--- config.mk ---
export PLATFORM = sky130hd
export DESIGN_NAME = tile_bus
export DESIGN_NICKNAME = d
export VERILOG_FILES = /design/src/verilog/tile_pkg.sv /design/src/verilog/tile_bus.sv
export SDC_FILE = /design/constraint.sdc
export NUM_CORES = 1
export LEC_CHECK = 0
export BUFFER_PORTS_ARGS = -buffer_cell sky130_fd_sc_hd__buf_2
export CAP_MARGIN = 10
export CORE_MARGIN = 5
export CORE_UTILIZATION = 19
export DETAILED_ROUTE_END_ITERATION = 10
export GPL_ROUTABILITY_DRIVEN = 0
export PLACE_DENSITY = 0.86
export SETUP_SLACK_MARGIN = 0.1
export SLEW_MARGIN = 10
export SYNTH_ARGS = -nofsm -noshare
export SYNTH_HDL_FRONTEND = slang
export SYNTH_SLANG_ARGS = --single-unit
--- constraint.sdc ---
create_clock -name clk_sys -period 1.5 [get_ports clk_sys]
set_clock_uncertainty 0.05 [all_clocks]
set_input_delay 0.225 -clock clk_sys [delete_from_list [all_inputs] [get_ports clk_sys]]
set_output_delay 0.225 -clock clk_sys [all_outputs]
set_load 0.01 [all_outputs]
--- src/verilog/tile_pkg.sv ---
`default_nettype none

package tile_pkg;

  // number of tiles and the width of a core index
  localparam int NumCores = 4;
  localparam int CoreIdxW = 2;

  // data port widths, same as the core's data interface
  localparam int DataW = 32;
  localparam int AddrW = 32;
  localparam int BeW   = 4;

  // message address selects a register in the receiving core
  localparam int MsgAddrW = 5;

  // per-tile ram windows, tile n sits at RamBase0 + n * RamStride
  localparam logic [AddrW-1:0] RamBase0  = 32'h0010_0000;
  localparam logic [AddrW-1:0] RamStride = 32'h0010_0000;
  // 1 MB window
  localparam logic [AddrW-1:0] RamMask   = ~32'h000F_FFFF;
  // physical words, the window aliases onto these
  localparam int RamWords = 1024;

  // timer window, 1 kB, same address in every tile
  localparam logic [AddrW-1:0] TimerBase = 32'h0003_0000;
  localparam logic [AddrW-1:0] TimerMask = ~32'h0000_03FF;

  // timer register offsets inside the window
  localparam logic [9:0] TimerMtimeLo = 10'h000;
  localparam logic [9:0] TimerMtimeHi = 10'h004;
  localparam logic [9:0] TimerCmpLo   = 10'h008;
  localparam logic [9:0] TimerCmpHi   = 10'h00C;

  // device picked by the address decoder
  typedef enum logic [1:0] {
    DevRam,
    DevTimer,
    DevNone
  } bus_dev_e;

  // one data port access as the core presents it
  typedef struct packed {
    logic             we;
    logic [BeW-1:0]   be;
    logic [AddrW-1:0] addr;
    logic [DataW-1:0] wdata;
  } bus_req_t;

  // response returned with rvalid
  typedef struct packed {
    logic [DataW-1:0] rdata;
    logic             err;
  } bus_rsp_t;

  // message as offered by a sender
  typedef struct packed {
    logic [CoreIdxW-1:0] dest;
    logic [MsgAddrW-1:0] addr;
    logic [DataW-1:0]    data;
  } msg_t;

  // message as seen by the receiver
  typedef struct packed {
    logic [CoreIdxW-1:0] src;
    logic [MsgAddrW-1:0] addr;
    logic [DataW-1:0]    data;
  } msg_rx_t;

endpackage

`default_nettype wire

--- src/verilog/tile_bus.sv ---
`timescale 1ns/10ps
`default_nettype none

module tile_bus #(
  parameter int TileIdx = 0
) (
  input  logic                          clk_sys,
  input  logic                          reset_i,
  input  logic                          req_i,
  input  tile_pkg::bus_req_t            req_data_i,
  input  logic [tile_pkg::DataW-1:0]    ram_rdata_i,
  input  logic [tile_pkg::DataW-1:0]    timer_rdata_i,
  output logic                          ram_sel_o,
  output logic                          timer_sel_o,
  output logic                          rvalid_o,
  output tile_pkg::bus_rsp_t            rsp_o
);

  import tile_pkg::*;

  logic [AddrW-1:0] ram_base;
  bus_dev_e         dev;
  bus_dev_e         dev_q;
  logic             rvalid_q;

  // base of this tile's own ram window
  assign ram_base = RamBase0 + AddrW'(TileIdx) * RamStride;

  // base/mask decode, ram wins if windows ever overlapped
  always_comb begin
    if ((req_data_i.addr & RamMask) == ram_base) begin
      dev = DevRam;
    end else if ((req_data_i.addr & TimerMask) == TimerBase) begin
      dev = DevTimer;
    end else begin
      dev = DevNone;
    end
  end

  // grant equals req, so a request is an access right away
  assign ram_sel_o   = req_i && (dev == DevRam);
  assign timer_sel_o = req_i && (dev == DevTimer);

  // one stage return pipeline, remembers who answers next cycle
  always_ff @(posedge clk_sys) begin
    if (reset_i) begin
      rvalid_q <= 1'b0;
      dev_q    <= DevNone;
    end else begin
      rvalid_q <= req_i;
      if (req_i) begin
        dev_q <= dev;
      end
    end
  end

  assign rvalid_o = rvalid_q;

  // response mux, unmapped addresses give err with zero data
  always_comb begin
    rsp_o = '0;
    case (dev_q)
      DevRam:   rsp_o.rdata = ram_rdata_i;
      DevTimer: rsp_o.rdata = timer_rdata_i;
      default:  rsp_o.err   = 1'b1;
    endcase
  end

  // ram and timer windows must never both claim an access
  a_one_sel : assert property (@(posedge clk_sys) disable iff (reset_i)
    ram_sel_o |-> ((req_data_i.addr & TimerMask) != TimerBase));

endmodule

`default_nettype wire

== Word-level counts from Yosys, hierarchy flattened ==
Index checks and enable logic that the tools add are counted.

* Bits in read-only memories: 0
* Register bits after elaboration: 3
* Bits in latches: 0
* Output and inout bits: 36
* Memory bits (writable): 0
* Word-level logic and storage cells: 15
* Memories: 0

* Bitwise logic cells: 0
* Div/mod/pow operators: 0
* Equal/unequal tests: 4
* Shift-type cells: 0
* Muxes and demuxes: 4
* Add/subtract/negate cells: 0
* Reduce and logical (&&, ||, !) cells: 5
* Order comparisons: 0
* Multipliers: 0

{| class="wikitable"
|+ Operator list
! operator !! count
|-
| $pmux 32 s2 || 1
|-
| $eq 22x8->1 const B || 1
|-
| $eq 12x1->1 const B || 1
|-
| $eq 2x1->1 const B || 2
|-
| $logic_not 2->1 || 2
|-
| $mux 2 || 2
|-
| $logic_and 1x1->1 || 2
|-
| $reduce_or 2->1 || 1
|-
| $mux 1 || 1
|}

== Longest topological paths before layout ==
Gate-level depths: netlist of the first run.

* Depth after elaboration: 5
* Gate-level depth with buffers: 4
* Depth with buffers taken out: 3

== Worst setup path before layout of the first run ==
No wires, ideal clock.

* Path type: input -> output
* From: in req_data_i[54] (netlist bit)
* To: out timer_sel_o
* Arrival time: 1399 ps
* Stages on the path: 3
* Slack: -174 ps
* Required time: 1225 ps
* Cells stage by stage: or4_1 > or3_4 > nor3b_2

* Longest elaborated chain between the ends: 5
* Elaborated cells between the ends (all ways): 6
* Classes of those cells: 3 x eq/ne; 2 x mux; 1 x reduce/logical

{| class="wikitable"
|+ Ends and longest elaborated chain
! item !! line !! RTL
|-
| start: declaration || tile_bus.sv:10 || <nowiki>input tile_pkg::bus_req_t req_data_i,</nowiki>
|-
| $eq 22x8->1 || tile_bus.sv:33 || <nowiki>end else if ((req_data_i.addr & TimerMask) == TimerBase) begin</nowiki>
|-
| $mux 2 || tile_bus.sv:33 ||
|-
| $mux 2 * || tile_bus.sv:31 || <nowiki>if ((req_data_i.addr & RamMask) == ram_base) begin</nowiki>
|-
| $eq 2x1->1 * || tile_bus.sv:42 || <nowiki>assign timer_sel_o = req_i && (dev == DevTimer);</nowiki>
|-
| $logic_and 1x1->1 * || tile_bus.sv:42 ||
|-
| end: declaration || tile_bus.sv:14 || <nowiki>output logic timer_sel_o,</nowiki>
|}

Every way passes the cells marked *; elsewhere a longest branch is shown, timed or not.

== Worst setup path in the final report of the first run ==
Ends and elaborated chain as after synthesis.

==> results by group, run 1 <==
Route
  • DR vias/cell: 4.32
  • Initial DRC Count: 22
  • Detailed Route WL: 3330 um
  • DR pass1 iterations: 4
  • DR DRC count: 0
  • DRT antenna net count: 0
  • Routed WL per cell: 11.8 um
  • Via count: 1214

Setup path
  • Register-to-register path setup slack: 0.22 ns
  • Critical Path AT: 1.57 ns
  • Crit path buffers/inverters: 2
  • Setup crit end kind: output port
  • CP max stage cell: or4_4
  • Crit-path cells: buf_6 > or4_4 > or3_4 > nor3b_4 > buf_2
  • Critical Path Fanout Max: 3
  • Crit Path Class: input port to output port
  • Critical path's top delay family: simple AND/OR/NAND/NOR gates
  • Crit start category: input port
  • WP data required: 1.22 ns
  • CP peak stage delay: 0.53 ns

Synth
  • Mapped Area: 684 um^2
  • Sequential fraction of the synthesis area: 8.78%
  • Library cells used by synthesis: 19
  • Mapped Avg Cell Area: 7.06 um^2
  • Mapped Nets: 233
  • Synth warnings: 0
  • Post-Syn Instances: 97
  • Synthesized flop and latch total: 3

Floorplanning
  • Core Region: 3420 um^2
  • Die width: 70.0 um
  • I/O Pins: 172
  • Num rows: 21
  • Die area: 4900 um^2
  • Initial Util: 20.0%
  • Die Y: 70.0 um

Timing
  • Setup ws final: -0.350 ns
  • Crit share post-route: 123%
  • Max_slew headroom: 77.7%
  • Max Freq: 541 MHz
  • Final min period: 1.85 ns
  • Tightest Pin Transition: 0.332 ns
  • RSZ-0062 raised after global routing: true
  • Pins Over Slew Limit: 0
  • Hold Violations, Final: 0
  • Final setup violation count: 11

Placed design
  • Dpl ws: -0.364 ns
  • IO buf count: 124
  • Placed cell area: 1430 um^2
  • DP HPWL: 2710 um

Clocking
  • Clock Sinks: 3
  • Total CTS buffers: 3
  • H-tree Lvls: 1
  • Clk pin slew, worst setup/hold paths: 0.03 ns
  • Clk_lat worst skew: 0.23 ns
  • CTS tree: done
  • CTS Buffer Depth: 2
  • Root buffer cell: clkbuf_4
  • CTS hold repair buffers: 0

Min path
  • HP Class: input port to flop

Power
  • Worst VDD drop: 0.000171 V
  • Pwr dens: 235 nW/um^2
  • P_leak: 0.860 nW

Finish
  • Commonest non-fill, non-tap cell in the layout: buf_2
  • Post-route cell area: 1630 um^2
  • Most frequent cells in the layout: 123 x buf_2, 35 x nor2_1, 32 x mux2i_1, 9 x buf_4, 5 x buf_6
  • P&R area growth vs syn: 138%
  • N_diodes: 0
  • Final #Nets: 372
  • Layout cells sized above 1: 64.7%
  • Fill cell total of the finished layout: 349
  • Sequential cell area: 63.8 um^2
  • Multi-input logic area: 596 um^2

GRT
  • Largest net degree at the start of global routing: 20
  • Antenna violations before repair: 0
  • First-pass GRT wire length: 5200 um
  • Vias in the first global route: 1246
  • Total Routing Usage GR: 12.8%
  • Overflow after GRT: 0

Outcome
  • Status: complete, but fails checks
  • Failing checks: setup timing

Flow run
  • Max-Cap Viols: 0
## Yosys cell counts
library cell | number | area, um^2
a211oi_1 | 1 | 7.51
and3_1 | 1 | 6.26
buf_2 | 3 | 15.0
clkbuf_1 | 6 | 22.5
dfxtp_1 | 3 | 60.1
inv_1 | 2 | 7.51
mux2i_1 | 32 | 320
nand2b_1 | 1 | 6.26
nand4_1 | 1 | 6.26
nor2_1 | 35 | 131
nor2b_1 | 1 | 6.26
nor3_1 | 1 | 5.00
nor3b_2 | 1 | 12.5
nor4_1 | 3 | 18.8
nor4bb_1 | 1 | 10.0
o32ai_1 | 1 | 8.76
or3_4 | 1 | 11.3
or4_1 | 2 | 15.0
or4b_4 | 1 | 13.8
## area by class of cell
type | instances | area share [%]
timing repair buffer | 143 | 54.0
multi-input combinational | 83 | 36.5
inverter | 2 | 0.460
sequential | 3 | 3.91
clock buffer | 4 | 1.61
tap | 46 | 3.53
## repair_timing
action / CTS / global route
pin swaps: 2 / 2
setup endpoints to repair: 34 / 35
gates cloned: 3 / 1
gates resized for setup: 7 / 3
buffers inserted: 5 / 2
## per-stage QoR
| step | hold WS [ns] | utilization, % | std cells | setup TNS, ns | total power [mW] |
|---|---|---|---|---|---|
| detailed placement | 0.424 | 41.8 | 267 | -0.748 | 0.244 |
| global placement | 0.413 | 41.8 | 267 | -0.700 | 0.238 |
| global route | 0.201 | 47.7 | 281 | -2.16 | 0.416 |
| floorplan | 0.247 | - | 97 | -0.280 | 0.120 |
| finish | 0.192 | 47.7 | 281 | -0.685 | 0.383 |
| CTS | 0.173 | 46.6 | 279 | -1.41 | 0.393 |
## metal layers
layer  share of wire, %  global-route usage (%)  up-vias
met4                1.1                    5.32        0
met5                  0                       0        -
met1                 35                    13.1      513
met2                 52                    24.6       76
met3                 12                    2.73        4
li1                   -                       -      621
## logic make-up (layout without fill, tap and decap cells)
kind of cell | Yosys count | in the layout | share of synthesized area, %
compound gates | 2 | 2 | 2.38
simple gates | 49 | 49 | 35.5
flops | 3 | 3 | 8.78
mux | 32 | 32 | 46.8
buf+inv | 11 | 149 | 6.58
## worst paths after layout
path / start / endpoint / cells after the start
hold reg to reg: dev_q[1]$_SDFFE_PP1P_ / dev_q[1]$_SDFFE_PP1P_ / 3
setup / recovery: req_data_i[54] / timer_sel_o / 5
setup reg to reg: dev_q[0]$_SDFFE_PP0P_ / dev_q[0]$_SDFFE_PP0P_ / 6
hold / removal: reset_i / rvalid_o$_SDFF_PP0_ / 2
## sequential cells by signal, summed over array words and instances (netlist names)
| name | flops |
|---|---|
| rvalid_o | 1 |
| dev_q | 2 |
## worst reg2reg max path, cell delays in order, from the launching register on
cell and delay [ns]:
dfxtp_4 0.39, buf_6 0.13, clkbuf_16 0.14, buf_4 0.09, buf_4 0.09, inv_1 0.03, o32ai_1 0.25
## where the power goes
group | leakage, nW | internal (mW) | switching (mW)
clock network | 0.0150 | 0.0996 | 0.0407
registers | 0.0253 | 0.0799 | 0.000249
logic | 0.819 | 0.109 | 0.0535
Note: power is estimated with default switching activity, not from simulation.
==> run 2: changes to the inputs <==
Settings changed: TNS_END_PERCENT from default to 50.
==> run 2 against run 1 <==
  * The run still ends with setup timing left
  * Register-to-register slack better by 0.09 ns
  * Final area is 3.3% lower
  * Die area stayed put
  * Sequential share of layout area is 0.13 points higher
  * Clock power hardly changed
  * Routed wire length is 0.42% higher
  * Flip-flop and latch count stayed put
  * Combinational power hardly changed
  * Critical endpoint unchanged
==> results by group, run 2 (synthesis gave the netlist of run 1 again) <==
Setup path
  • Crit path launch: req_data_i[58]
  • Register-to-register path setup slack: 0.31 ns (+0.09 ns)
  • Critical path's top delay family: simple AND/OR/NAND/NOR gates
  • Crit-path cells: buf_6 > or4_4 > or3_4 > nor3b_4 > buf_2
  • Crit path depth: 5 (unchanged)
  • End point of the critical path: timer_sel_o
  • Crit start category: input port
  • CP peak stage delay: 0.52 ns (about the same)
  • Setup crit end kind: output port
  • Crit path buffers/inverters: 2 (unchanged)
  • Critical Path Fanout Max: 3 (unchanged)
  • WP data required: 1.22 ns (about the same)
  • Worst r2r src: dev_q[0]$_SDFFE_PP0P_
  • Worst r2r path cells: 4 (-2)
  • Critical Path AT: 1.56 ns (about the same)
  • Crit Path Class: input port to output port
  • Reg2reg end: dev_q[0]$_SDFFE_PP0P_
  • CP max stage cell: or4_4

GRT
  • First-pass GRT wire length: 5040 um (-3.1%)
  • Antenna violations before repair: 0 (unchanged)
  • Vias in the first global route: 1223 (-1.8%)
  • Overflow after GRT: 0 (unchanged)
  • Largest net degree at the start of global routing: 22 (+10%)
  • Total Routing Usage GR: 12.3% (-0.50 points)

Clocking
  • CTS Buffer Depth: 2 (unchanged)
  • H-tree Lvls: 1 (unchanged)
  • Total CTS buffers: 3 (unchanged)
  • Root buffer cell: clkbuf_4
  • Clk_lat worst skew: 0.23 ns (about the same)
  • Clock Sinks: 3 (unchanged)
  • CTS tree: done
  • Clk pin slew, worst setup/hold paths: 0.03 ns (about the same)
  • CTS hold repair buffers: 0 (unchanged)

Power
  • P_leak: 0.830 nW (-3.5%)
  • Pwr dens: 243 nW/um^2 (+3.6%)
  • Worst VDD drop: 0.000222 V (+30%)

Route
  • DRT met1 WL: 1160 um (-1.8%)
  • Via count: 1198 (-1.3%)
  • Initial DRC Count: 25 (+14%)
  • Highest metal used: met3
  • Met3 routed WL: 387 um (+0.78%)
  • Routed WL per cell: 12.2 um (+2.6%)
  • DRT antenna net count: 0 (unchanged)
  • DR vias/cell: 4.36 (+0.84%)
  • DR DRC count: 0 (unchanged)
  • Met2 WL post-DR: 1800 um (+3.9%)
  • DR pass1 iterations: 4 (unchanged)
  • Detailed Route WL: 3340 um (+0.42%)

Finish
  • Layout Utilization: 46.2% (-1.6 points)
  • P&R area growth vs syn: 130%
  • N_diodes: 0 (unchanged)
  • Biggest register: dev_q
  • Fill cell total of the finished layout: 346 (-0.86%)
  • Commonest non-fill, non-tap cell in the layout: buf_2
  • Most frequent cells in the layout: 123 x buf_2, 35 x nor2_1, 31 x mux2i_1, 7 x buf_4
  • Final #Nets: 366 (-1.6%)
  • Max reg flops: 2 (unchanged)
  • Layout cells sized above 1: 64.2% (-0.49 points)

Timing
  • Setup ws final: -0.339 ns (+0.0104 ns)
  • Hold Violations, Final: 0 (unchanged)
  • Max_slew headroom: 79.2% (+1.6 points)
  • Pins Over Slew Limit: 0 (unchanged)
  • Hold Slack: 0.182 ns (-0.0100 ns)
  • Tightest Pin Transition: 0.309 ns (-0.0232 ns)
  • Crit share post-route: 123% (-0.70 points)
  • Final min period: 1.84 ns (-0.0104 ns)
  • Max Freq: 544 MHz (+0.57%)
  • RSZ-0062 raised after global routing: true
  • TNS Setup: -0.917 ns (-0.233 ns)
  • Final setup violation count: 17 (+6)

Floorplanning
  • Num rows: 21 (unchanged)
  • Initial Util: 20.0% (unchanged)
  • Core Region: 3420 um^2 (unchanged)
  • Die area: 4900 um^2 (unchanged)
  • Die Y: 70.0 um (unchanged)
  • Die width: 70.0 um (unchanged)
  • I/O Pins: 172 (unchanged)

Min path
  • HP Class: input port to flop

Placed design
  • DP HPWL: 2710 um (-0.11%)
  • IO buf count: 124 (unchanged)

Outcome
  • Status: complete, but fails checks
  • Failing checks: setup timing

Flow run
  • Max-Cap Viols: 0 (unchanged)
==> run 2: power breakdown <==
group,total [mW],internal [mW],switching (mW)
Clock,0.140,0.0996,0.0403
Combinational,0.163,0.110,0.0535
Sequential,0.0801,0.0799,0.000218
==> run 2: area by class of cell <==
type / count / area, um^2 / share of cell area [%]
flip-flops and latches: 3 / 63.8 / 4.05
well taps: 46 / 57.6 / 3.65
clock buffers: 4 / 26.3 / 1.67
inverters: 2 / 7.51 / 0.476
repair buffers: 137 / 825 / 52.3
multi-input cells: 83 / 597 / 37.9
==> run 2: repair_timing <==
action | in CTS | in global routing
gates cloned | 2 | 2
setup buffers | 0 | 1
pin swaps | 5 | 4
gates resized for setup | 9 | 1
setup endpoints to repair | 34 | 34
==> run 2: how the worst min path moves through the flow <==
| stage | slack, ns | cells after the start | from | to |
|---|---|---|---|---|
| finish | 0.18 | 2 | reset_i | rvalid_o$_SDFF_PP0_ |
| global route | 0.19 | 2 | reset_i | rvalid_o$_SDFF_PP0_ |
| CTS | 0.17 | 2 | reset_i | rvalid_o$_SDFF_PP0_ |
| detailed placement | 0.42 | 2 | reset_i | rvalid_o$_SDFF_PP0_ |
| global placement | 0.41 | 2 | reset_i | rvalid_o$_SDFF_PP0_ |
| floorplan | 0.25 | 1 | reset_i | rvalid_o$_SDFF_PP0_ |
==> run 2: worst register-to-register path, cell delays in order, from the launching register on <==
cell and delay (ns):
dfxtp_4 0.46, clkbuf_16 0.19, buf_4 0.11, inv_1 0.03, o32ai_1 0.25
==> run 2: layer usage <==
layer,up-vias,global-route usage [%]
met5,-,0
met4,0,3.19
met3,0,3.73
met2,75,24.9
met1,519,11.7
li1,604,-
==> run 2: through the flow <==
step                      total power [mW]  area (um^2)  setup slack, ns  std cells
after floorplan                      0.119          691           -0.166         97
after global placement               0.235         1410           -0.356        266
after detailed placement             0.242         1410           -0.362        266
after CTS                            0.390         1520           -0.346        272
after global routing                 0.413         1580           -0.374        275
final                                0.383         1580           -0.339        275
