--- src/verilog/tile_pkg.sv ---
`default_nettype none

package tile_pkg;

  // number of tiles and the width of a core index
  localparam int NumCores = 4;
  localparam int CoreIdxW = 2;

  // data port widths, same as the core's data interface
  localparam int DataW = 32;
  localparam int AddrW = 32;
  localparam int BeW   = 4;

  // message address selects a register in the receiving core
  localparam int MsgAddrW = 5;

  // per-tile ram windows, tile n sits at RamBase0 + n * RamStride
  localparam logic [AddrW-1:0] RamBase0  = 32'h0010_0000;
  localparam logic [AddrW-1:0] RamStride = 32'h0010_0000;
  // 1 MB window
  localparam logic [AddrW-1:0] RamMask   = ~32'h000F_FFFF;
  // physical words, the window aliases onto these
  localparam int RamWords = 1024;

  // timer window, 1 kB, same address in every tile
  localparam logic [AddrW-1:0] TimerBase = 32'h0003_0000;
  localparam logic [AddrW-1:0] TimerMask = ~32'h0000_03FF;

  // timer register offsets inside the window
  localparam logic [9:0] TimerMtimeLo = 10'h000;
  localparam logic [9:0] TimerMtimeHi = 10'h004;
  localparam logic [9:0] TimerCmpLo   = 10'h008;
  localparam logic [9:0] TimerCmpHi   = 10'h00C;

  // device picked by the address decoder
  typedef enum logic [1:0] {
    DevRam,
    DevTimer,
    DevNone
  } bus_dev_e;

  // one data port access as the core presents it
  typedef struct packed {
    logic             we;
    logic [BeW-1:0]   be;
    logic [AddrW-1:0] addr;
    logic [DataW-1:0] wdata;
  } bus_req_t;

  // response returned with rvalid
  typedef struct packed {
    logic [DataW-1:0] rdata;
    logic             err;
  } bus_rsp_t;

  // message as offered by a sender
  typedef struct packed {
    logic [CoreIdxW-1:0] dest;
    logic [MsgAddrW-1:0] addr;
    logic [DataW-1:0]    data;
  } msg_t;

  // message as seen by the receiver
  typedef struct packed {
    logic [CoreIdxW-1:0] src;
    logic [MsgAddrW-1:0] addr;
    logic [DataW-1:0]    data;
  } msg_rx_t;

endpackage

`default_nettype wire

--- src/verilog/tile_timer.sv ---
`timescale 1ns/10ps
`default_nettype none

module tile_timer (
  input  logic                       clk_sys,
  input  logic                       reset_i,
  input  logic                       sel_i,
  input  tile_pkg::bus_req_t         req_data_i,
  output logic [tile_pkg::DataW-1:0] rdata_o,
  output logic                       irq_o
);

  import tile_pkg::*;

  logic [2*DataW-1:0] mtime_q;
  logic [2*DataW-1:0] mtimecmp_q;
  logic               irq_q;
  logic [9:0]         reg_off;
  logic               wr;

  // merge a write into a 32 bit half by byte enable
  function automatic logic [DataW-1:0] be_merge(input logic [DataW-1:0] old_w,
                                                input logic [DataW-1:0] new_w,
                                                input logic [BeW-1:0]   be);
    logic [DataW-1:0] res;
    res = old_w;
    for (int b = 0; b < BeW; b++) begin
      if (be[b]) begin
        res[8*b +: 8] = new_w[8*b +: 8];
      end
    end
    return res;
  endfunction

  // word aligned offset inside the 1 kB window
  assign reg_off = {req_data_i.addr[9:2], 2'b00};
  assign wr      = sel_i && req_data_i.we;

  always_ff @(posedge clk_sys) begin
    if (reset_i) begin
      mtime_q    <= '0;
      mtimecmp_q <= '1;
      irq_q      <= 1'b0;
    end else begin
      // free running count, a write below overrides the written half
      mtime_q <= mtime_q + 1'b1;
      if (wr) begin
        case (reg_off)
          TimerMtimeLo: mtime_q[DataW-1:0] <=
              be_merge(mtime_q[DataW-1:0], req_data_i.wdata, req_data_i.be);
          TimerMtimeHi: mtime_q[2*DataW-1:DataW] <=
              be_merge(mtime_q[2*DataW-1:DataW], req_data_i.wdata, req_data_i.be);
          TimerCmpLo: mtimecmp_q[DataW-1:0] <=
              be_merge(mtimecmp_q[DataW-1:0], req_data_i.wdata, req_data_i.be);
          TimerCmpHi: mtimecmp_q[2*DataW-1:DataW] <=
              be_merge(mtimecmp_q[2*DataW-1:DataW], req_data_i.wdata, req_data_i.be);
          default: ;
        endcase
      end
      // level irq, compare registered once
      irq_q <= (mtime_q >= mtimecmp_q);
    end
  end

  // read mux, other offsets read as zero
  always_ff @(posedge clk_sys) begin
    if (sel_i && !req_data_i.we) begin
      case (reg_off)
        TimerMtimeLo: rdata_o <= mtime_q[DataW-1:0];
        TimerMtimeHi: rdata_o <= mtime_q[2*DataW-1:DataW];
        TimerCmpLo:   rdata_o <= mtimecmp_q[DataW-1:0];
        TimerCmpHi:   rdata_o <= mtimecmp_q[2*DataW-1:DataW];
        default:      rdata_o <= '0;
      endcase
    end
  end

  assign irq_o = irq_q;

  // compare starts from all ones, so no irq right out of reset
  a_irq_after_reset : assert property (@(posedge clk_sys)
    $fell(reset_i) |=> !irq_o);

endmodule

`default_nettype wire

--- config.mk ---
export PLATFORM = sky130hd
export DESIGN_NAME = tile_timer
export DESIGN_NICKNAME = d
export VERILOG_FILES = /design/src/verilog/tile_pkg.sv /design/src/verilog/tile_timer.sv
export SDC_FILE = /design/constraint.sdc
export NUM_CORES = 1
export LEC_CHECK = 0
export ABC_AREA = 1
export BUFFER_PORTS_ARGS = -buffer_cell sky130_fd_sc_hd__buf_2
export CORE_ASPECT_RATIO = 1.5
export CORE_MARGIN = 10
export CORE_UTILIZATION = 40
export DETAILED_ROUTE_END_ITERATION = 8
export PLACE_DENSITY = 0.58
export SETUP_SLACK_MARGIN = 0.05
export SKIP_CTS_REPAIR_TIMING = 1
export SYNTH_ARGS = -nofsm -noshare
export SYNTH_HDL_FRONTEND = slang
export SYNTH_SLANG_ARGS = --single-unit
--- constraint.sdc ---
create_clock -name clk_sys -period 5.4 [get_ports clk_sys]
set_input_delay 0 -clock clk_sys [delete_from_list [all_inputs] [get_ports clk_sys]]
set_output_delay 0 -clock clk_sys [all_outputs]
set_load 0.005 [all_outputs]
# [Word-level counts from Yosys, hierarchy flattened]
# Index checks and enable logic that the tools add are counted.
[totals] inputBits=72 ff_bits=161
[op_classes] reduce_logical=12 add_sub_neg=1 n_eq_ne=11 order_cmp=1 muxes=8
[ops] operator="32-bit one-hot mux with 4 select lines" count=1
[ops] operator="64-bit by 1-bit adder with 64-bit output, second input constant" count=1
[ops] operator="64-bit greater-or-equal comparator" count=1
[ops] operator="32-bit two-way mux" count=2
[ops] operator="64-bit two-way mux" count=1
[ops] operator="8-bit two-way mux" count=4
[ops] operator="3-bit != test, second input constant" count=8
[ops] operator="3-bit AND reduction" count=8
[ops] operator="8-bit by 2-bit == test with 1-bit output, second input constant" count=2
[ops] operator="10-bit logical NOT" count=1
[ops] operator="8-bit by 1-bit == test with 1-bit output, second input constant" count=1
[ops] operator="1-bit logical AND" count=2
[ops] operator="1-bit logical NOT" count=1

# [Longest topological paths before layout]
# Gate-level depths: netlist of run 1.
[logic_depth] depth_word=3 mapped_depth=15

# [Worst setup path before layout of run 1]
# No wires, ideal clock.
[synth_timing] path_type="input to register" from="input port sel_i" to="register rdata_o[0] (netlist bit) (enable)" path_stages=2 slack_ns=3.589 t_required_ns=4.978 setup_ns=0.422 t_arrival_ns=1.389 path_cell_list="inv_1 > nor2_1"
[synth_between] elab_chain_cells=1
[synth_rtl] item="from (decl)" line="tile_timer.sv:7" rtl="input logic sel_i,"
[synth_rtl] item="1-bit logical AND" line="tile_timer.sv:67" rtl="if (sel_i && !req_data_i.we) begin"
[synth_rtl] item="to (signal assigned)" line="tile_timer.sv:69" rtl="TimerMtimeLo: rdata_o <= mtime_q[DataW-1:0];"
[synth_rtl] item="to (signal assigned)" line="tile_timer.sv:70" rtl="TimerMtimeHi: rdata_o <= mtime_q[2*DataW-1:DataW];"
[synth_rtl] item="to (signal assigned)" line="tile_timer.sv:71" rtl="TimerCmpLo: rdata_o <= mtimecmp_q[DataW-1:0];"
[synth_rtl] item="to (decl)" line="tile_timer.sv:9" rtl="output logic [tile_pkg::DataW-1:0] rdata_o,"
# No other way between the ends.
# A chain may end at the register's enable or synchronous reset.

# [Final worst setup path of run 1]
[layout_timing] from="register mtime_q[31]" to="register mtime_q[55]"
[layout_between] elab_chain_cells=3
[layout_rtl] item="from (decl)" line="tile_timer.sv:15" rtl="logic [2*DataW-1:0] mtime_q;"
[layout_rtl] item="from (signal assigned)" line="tile_timer.sv:46" rtl="mtime_q <= mtime_q + 1'b1;"
[layout_rtl] item="from (signal, indexed assignment)" line="tile_timer.sv:49" rtl="TimerMtimeLo: mtime_q[DataW-1:0] <="
[layout_rtl] item="from (signal, indexed assignment)" line="tile_timer.sv:51" rtl="TimerMtimeHi: mtime_q[2*DataW-1:DataW] <="
[layout_rtl] item="64-bit by 1-bit adder with 64-bit output (*)" line="tile_timer.sv:46"
[layout_rtl] item="32-bit two-way mux" line="tile_timer.sv:48" rtl="case (reg_off)"
[layout_rtl] item="64-bit two-way mux (*)" line="tile_timer.sv:47" rtl="if (wr) begin"
# Every way passes the cells marked *; elsewhere a longest branch is shown, timed or not.

==> results of run 1 <==
[per-stage QoR]
| stage | power [mW] | cells |
|---|---|---|
| global route | 2.74 | 2041 |
| detailed placement | 1.37 | 1977 |
| finish | 2.68 | 2041 |
| global placement | 1.37 | 1977 |
| floorplan | 1.32 | 1599 |
| CTS | 2.67 | 2009 |
[cells in the mapped netlist]
library cell / n
edfxtp_1: 32
clkbuf_1: 31
or2_2: 1
buf_6: 2
o22ai_1: 16
nand3b_1: 2
nand4_2: 1
nand3_2: 3
buf_4: 2
buf_2: 13
o21ai_0: 51
nand3_1: 80
a21o_1: 2
ha_1: 65
dfxtp_1: 129
and3_1: 1
xnor2_1: 4
inv_1: 201
nand4_1: 22
a31oi_1: 4
clkinv_1: 2
o21bai_1: 2
nor2_4: 9
o221ai_1: 12
nor3_2: 1
nand2_2: 12
inv_2: 6
o21bai_2: 1
a21oi_2: 5
nor3_1: 9
o21a_1: 1
a21oi_1: 82
nor2_2: 20
o211ai_1: 66
o311ai_0: 1
xor2_1: 16
nand2_4: 4
o21ai_1: 10
o2111ai_1: 22
nor2_1: 138
or2_0: 1
nor2_8: 1
nand2_1: 516
[routing by layer]
layer / wire length [microns] / part of all wire / up-vias / global-route usage
met3: 1720 / 0.044 / 91 / 0.0293
met4: 2210 / 0.056 / 0 / 0.134
met1: 15400 / 0.39 / 5066 / 0.246
li1: - / - / 5467 / -
met5: 0 / 0 / - / 0
met2: 20100 / 0.51 / 320 / 0.401
[sequential cells by signal, indices dropped and copies added (netlist names)]
name / count
mtime_q: 64
rdata_o: 32
irq_o: 1
mtimecmp_q: 64
[tightest hold or removal path, stage by stage]
cell and delay [ns]:
buf_2 0.14, nand2_1 0.07, nand2_1 0.05, nand2_1 0.05, a21oi_1 0.05
[power by group through the flow]
stage               clock (mW)  combinational [mW]  sequential [mW]
global route              1.36               0.137             1.24
finish                    1.31               0.125             1.24
global placement             0               0.106             1.27
detailed placement           0               0.107             1.27
floorplan                    0              0.0492             1.27
CTS                       1.32               0.107             1.24
[cell type report]
type,instances,share of cell area
Tap cell,337,0.0341
Multi-Input combinational cell,1181,0.503
Clock buffer,21,0.0364
Timing Repair Buffer,121,0.0637
Inverter,209,0.0634
Clock inverter,11,0.0131
Sequential cell,161,0.286
[how the worst max path moves through the flow]
stage                               from  slack, ns     endpoint  depth (start not counted)
final                        mtime_q[31]       3.02  mtime_q[55]                          9
after floorplan                    sel_i       3.59   rdata_o[0]                          2
after CTS                    mtime_q[31]       3.07  mtime_q[55]                          9
after global routing         mtime_q[31]       2.94  mtime_q[55]                          9
after global placement    req_data_i[41]       2.67   rdata_o[1]                          8
after detailed placement  req_data_i[34]       2.66   rdata_o[1]                          7
[cells in the final DEF, fill, tap and decap left out, types with 4 or more instances in the layout]
cell type      synthesis  layout
a21oi_1               82      82
a21oi_2                5       5
a31oi_1                4       4
buf_2                 13      80
buf_4                  2       9
bufinv_16              0       4
clkbuf_16              0      17
dfxtp_1              129     129
dlygate4sd3_1          0      32
edfxtp_1              32      32
ha_1                  65      65
inv_1                201     201
inv_2                  6       6
nand2_1              516     516
nand2_2               12      12
nand2_4                4       4
nand3_1               80      80
nand4_1               22      22
nor2_1               138     137
nor2_2                20      20
nor2_4                 9      10
nor3_1                 9       9
o2111ai_1             22      22
o211ai_1              66      66
o21ai_0               51      51
o21ai_1               10      10
o221ai_1              12      12
o22ai_1               16      16
xnor2_1                4       4
xor2_1                16      16
[kinds of logic (layout without fill, tap and decap cells)]
| group | count (synthesis) | after routing | share of synthesized area |
|---|---|---|---|
| compound gates | 275 | 275 | 0.161 |
| xor+xnor | 20 | 20 | 0.0163 |
| fa+ha+maj | 65 | 65 | 0.0756 |
| buf+inv | 257 | 362 | 0.0932 |
| flops | 161 | 161 | 0.329 |
| simple gates | 821 | 821 | 0.324 |
==> flow_summary.yaml, run 1 <==
grt:
  track_usage: 0.225
  grt.overflow.total: 0
  grt_pass1_vias: 10500
  grt_max_degree: 61
  grt_pass1_wl_mm: 59.9
  antenna_found_initial: 0
logic_synthesis:
  ys_ff_latch: 161
  synth.largest_area_cell: "dfxtp_1"
  synthesis.nets: 1736
  synth_cell_types: 43
  yosysWarnings: 0
  syn_inst: 1599
  synth_area_leaders: "dfxtp_1 24%, nand2_1 18%, edfxtp_1 8.9%"
  synth_top_area_share: 0.240
  synth-seq-area-share: 0.329
  syn_area_sq_mm: 0.0108
  avgSynthCellArea_sq_um: 6.73
setup_path:
  critPathRequiredTime_ns: 5.70
  arrival_ns: 2.68
  crit_slowest_cell: "dfxtp_1"
  critPathMaxFanout: 6
  reg2reg_depth: 9
  r2r_start: "mtime_q[31]"
  crit_top_cell: "nand2_1"
  path_class: "reg -> reg"
  critical_path_buf_inv_count: 0
  end_kind: "register"
  cp_cell_sequence: "nand2_1 > nor2_1 > nand2_1 > nor2_1 > nand2_1 > o21ai_0 > nand3_1 > nand2_1 > a21oi_2"
  ff2ff_setup_slack_ns: 3.02
  max_stage_delay_ns: 0.58
  crit_family: "simple AND/OR/NAND/NOR gates"
  worstReg2RegEnd: "mtime_q[55]"
  crit_path_start_kind: "register"
timing:
  finalCriticalPeriod_ns: 2.38
  rsz0062_at_grt: "no"
  setup_tns_ns: 0
  tightest_slew_ns: 1.09
  hold-worst-slack_ns: -0.0313
  fin_crit_sh: 0.440
  worst_slack_ns: 3.02
  maxSlewViolCount: 0
  fmax_mhz: 421
  max_slew_margin: 0.269
  setup_viol: 0
  hold_violations: 1
  skew_ns: 0.0114
floorplanning:
  core_region_area_sq_mm: 0.0265
  die_x_microns: 154
  die_area_sq_mm: 0.0340
  num_io_pins: 105
  num_rows: 73
  dieHeight_microns: 221
  initial_utilization: 0.406
final_layout:
  drive_gt1_frac: 0.107
  regArea_sq_mm: 0.00354
  finalInstanceArea_sq_mm: 0.0124
  utilization: 0.467
  multi_input_comb_area_sq_mm: 0.00622
  layout.nets: 1828
  syn_to_final_growth_pct: 15.0
  final.fill_count: 2754
  diodes: 0
clocking:
  cts-buffers-inserted: 17
  clkTransAtPathRegs_ns: 0.06
  clock_latency_ns: 0.45
  cts_tree: "done"
  clock-root-buffer: "clkbuf_16"
  cts_buffer_depth: 2
  h-tree-depth: 4
  cts_sinks: 161
detailed_routing:
  vias: 10900
  routed_via_density: 5.36
  drtIter0Drc: 772
  postRouteAntennaNets: 0
  wl_per_cell_microns: 19.3
  drcViolationCount: 0
  totalWireLength_mm: 39.4
  drtPass1Iterations: 6
hold_path:
  holdPathStages: 5
  min_from: "req_data_i[65]"
  hold_path_end: "mtime_q[42]"
  hold_class: "in -> reg"
pwr:
  comb_power_share: 0.047
  powerDensity_mw_per_mm2: 216
  switching_power_mw: 0.614
  switching_share: 0.230
  clkPwrFrac: 0.490
  p_leak_nw: 5.71
  internal_power_mw: 2.06
  ir_worst_vdd_uv: 229
  seqPwrFrac: 0.463
placement:
  hpwl_mm: 30.0
  place_worst_setup_slack_ns: 2.66
  portBuffers: 80
  place.gp.congestion: 1.03
  post_dp_cell_area_sq_mm: 0.0114
run_status:
  violations: "hold timing"
  outcome: "complete, but fails checks"
flow_run:
  drv_cap: 0
(Power assumes the default switching activity.)
==> run 2: changes to the inputs <==
==> constraint.sdc (replaced) <==
create_clock -name clk_sys -period 2.2 [get_ports clk_sys]
set_input_delay 0 -clock clk_sys [delete_from_list [all_inputs] [get_ports clk_sys]]
set_output_delay 0 -clock clk_sys [all_outputs]
set_load 0.005 [all_outputs]
==> run 2 against run 1 <==
Net effect:
- the run still ends with hold timing left
- combinational power grew to 2.6 times the previous value
- critical path depth is 1 higher
- final area is 3.7% higher
- first-iteration DRC count is 15% higher
- core utilization is 1.7 points higher
- routed wire length is 2.9% higher
- via count is 2.2% higher
- die area stayed put
- clock skew is 0.0026 ns lower
- largest power group unchanged
==> flow_summary.yaml, run 2 (same netlist as run 1, synthesis figures left out) <==
run_status:
  outcome: "complete, but fails checks"
  violations: "hold timing"
final_layout:
  syn_to_final_growth_pct: 19.2
  diodes: 0
  layout_common_cells: "516 x nand2_1, 201 x inv_1, 137 x nor2_1"
  layout.nets: 1878
  final.fill_count: 2771
  drive_gt1_frac: 0.132
  final_common_cell: "nand2_1"
  largestRegisters: "mtime_q x64, mtimecmp_q x64, rdata_o x32"
floorplanning:
  dieHeight_microns: 221
  core_region_area_sq_mm: 0.0265
  die_area_sq_mm: 0.0340
  num_rows: 73
  initial_utilization: 0.406
  num_io_pins: 105
  die_x_microns: 154
clocking:
  cts_sinks: 161
  cts_tree: "done"
  clock_latency_ns: 0.46
  h-tree-depth: 4
  cts-buffers-inserted: 17
  clock-root-buffer: "clkbuf_16"
  cts_buffer_depth: 2
  clkTransAtPathRegs_ns: 0.07
pwr:
  powerDensity_mw_per_mm2: 526
  ir_worst_vdd_uv: 613
  fin_total_pwr_mw: 6.75
  p_leak_nw: 6.00
setup_path:
  arrival_ns: 2.33
  end_kind: "register"
  critPathMaxFanout: 5
  path_class: "reg -> reg"
  crit_path_start_kind: "register"
  critPathRequiredTime_ns: 2.52
detailed_routing:
  drtIter0Drc: 891
  totalWireLength_mm: 40.6
  postRouteAntennaNets: 0
  routed_via_density: 5.35
  wl_per_cell_microns: 19.4
  vias: 11200
  drcViolationCount: 0
  drtPass1Iterations: 6
grt:
  grt_pass1_vias: 10700
  antenna_found_initial: 0
  grt_max_degree: 43
  grt.overflow.total: 0
  grt_pass1_wl_mm: 61.5
  track_usage: 0.231
hold_path:
  hold_class: "in -> reg"
timing:
  rsz0062_at_grt: "no"
  finalCriticalPeriod_ns: 2.01
  skew_ns: 0.00881
  fmax_mhz: 497
  maxSlewViolCount: 0
  hold_violations: 4
  tightest_slew_ns: 0.647
  max_slew_margin: 0.567
  setup_tns_ns: 0
  setup_viol: 0
  fin_crit_sh: 0.915
  hold-worst-slack_ns: -0.0262
placement:
  hpwl_mm: 32.0
  portBuffers: 80
  place.gp.congestion: 1.02
flow_run:
  drv_cap: 0
run 2: layout make-up:
type / instances / area, sq um / area share
Clock buffer: 21 / 470 / 0.0367
Clock inverter: 10 / 183 / 0.0142
Inverter: 209 / 785 / 0.0611
Multi-Input combinational cell: 1181 / 6220 / 0.485
Sequential cell: 161 / 3540 / 0.276
Tap cell: 337 / 422 / 0.0329
Timing Repair Buffer: 171 / 1210 / 0.0940
run 2: per-stage QoR:
stage	util	setup WS, ns	instances	instance area (sq um)
after detailed placement	0.447	0.225	2025	11800
after floorplan	-	0.389	1599	10800
after CTS	0.472	0.215	2056	12500
after global placement	0.447	0.255	2025	11800
final	0.484	0.187	2090	12800
after global routing	0.484	0.0678	2090	12800
run 2: worst paths after layout:
path	to	slack [ns]	cells after the start	start
max	mtime_q[50]	0.19	10	mtime_q[1]
min	mtime_q[42]	-0.03	5	req_data_i[65]
min reg2reg	mtimecmp_q[15]	0.48	2	mtimecmp_q[15]
max reg2reg	mtime_q[50]	0.19	10	mtime_q[1]
run 2: critical path, cell delays in order, from the launching register on:
cell and delay [ns]:
dfxtp_1 0.44, ha_1 0.32, nand3_2 0.16, inv_2 0.11, nand3_1 0.16, nor2_2 0.28
nand4_1 0.13, nand2_1 0.10, nand2_1 0.05, nand2_1 0.07, a21oi_1 0.06
run 2: where the power goes:
part | internal, mW | switching [mW] | leakage [nW] | total, mW
clock network | 2.09 | 1.29 | 0.311 | 3.38
registers | 3.03 | 0.0150 | 1.36 | 3.04
logic | 0.121 | 0.203 | 4.33 | 0.324
run 2: routing by layer:
| layer | wire (microns) | GRT usage | vias to the layer above |
|---|---|---|---|
| li1 | - | - | 5557 |
| met1 | 15600 | 0.253 | 5201 |
| met2 | 21300 | 0.418 | 346 |
| met3 | 1830 | 0.0330 | 82 |
| met4 | 1840 | 0.121 | 0 |
| met5 | 0 | 0 | - |
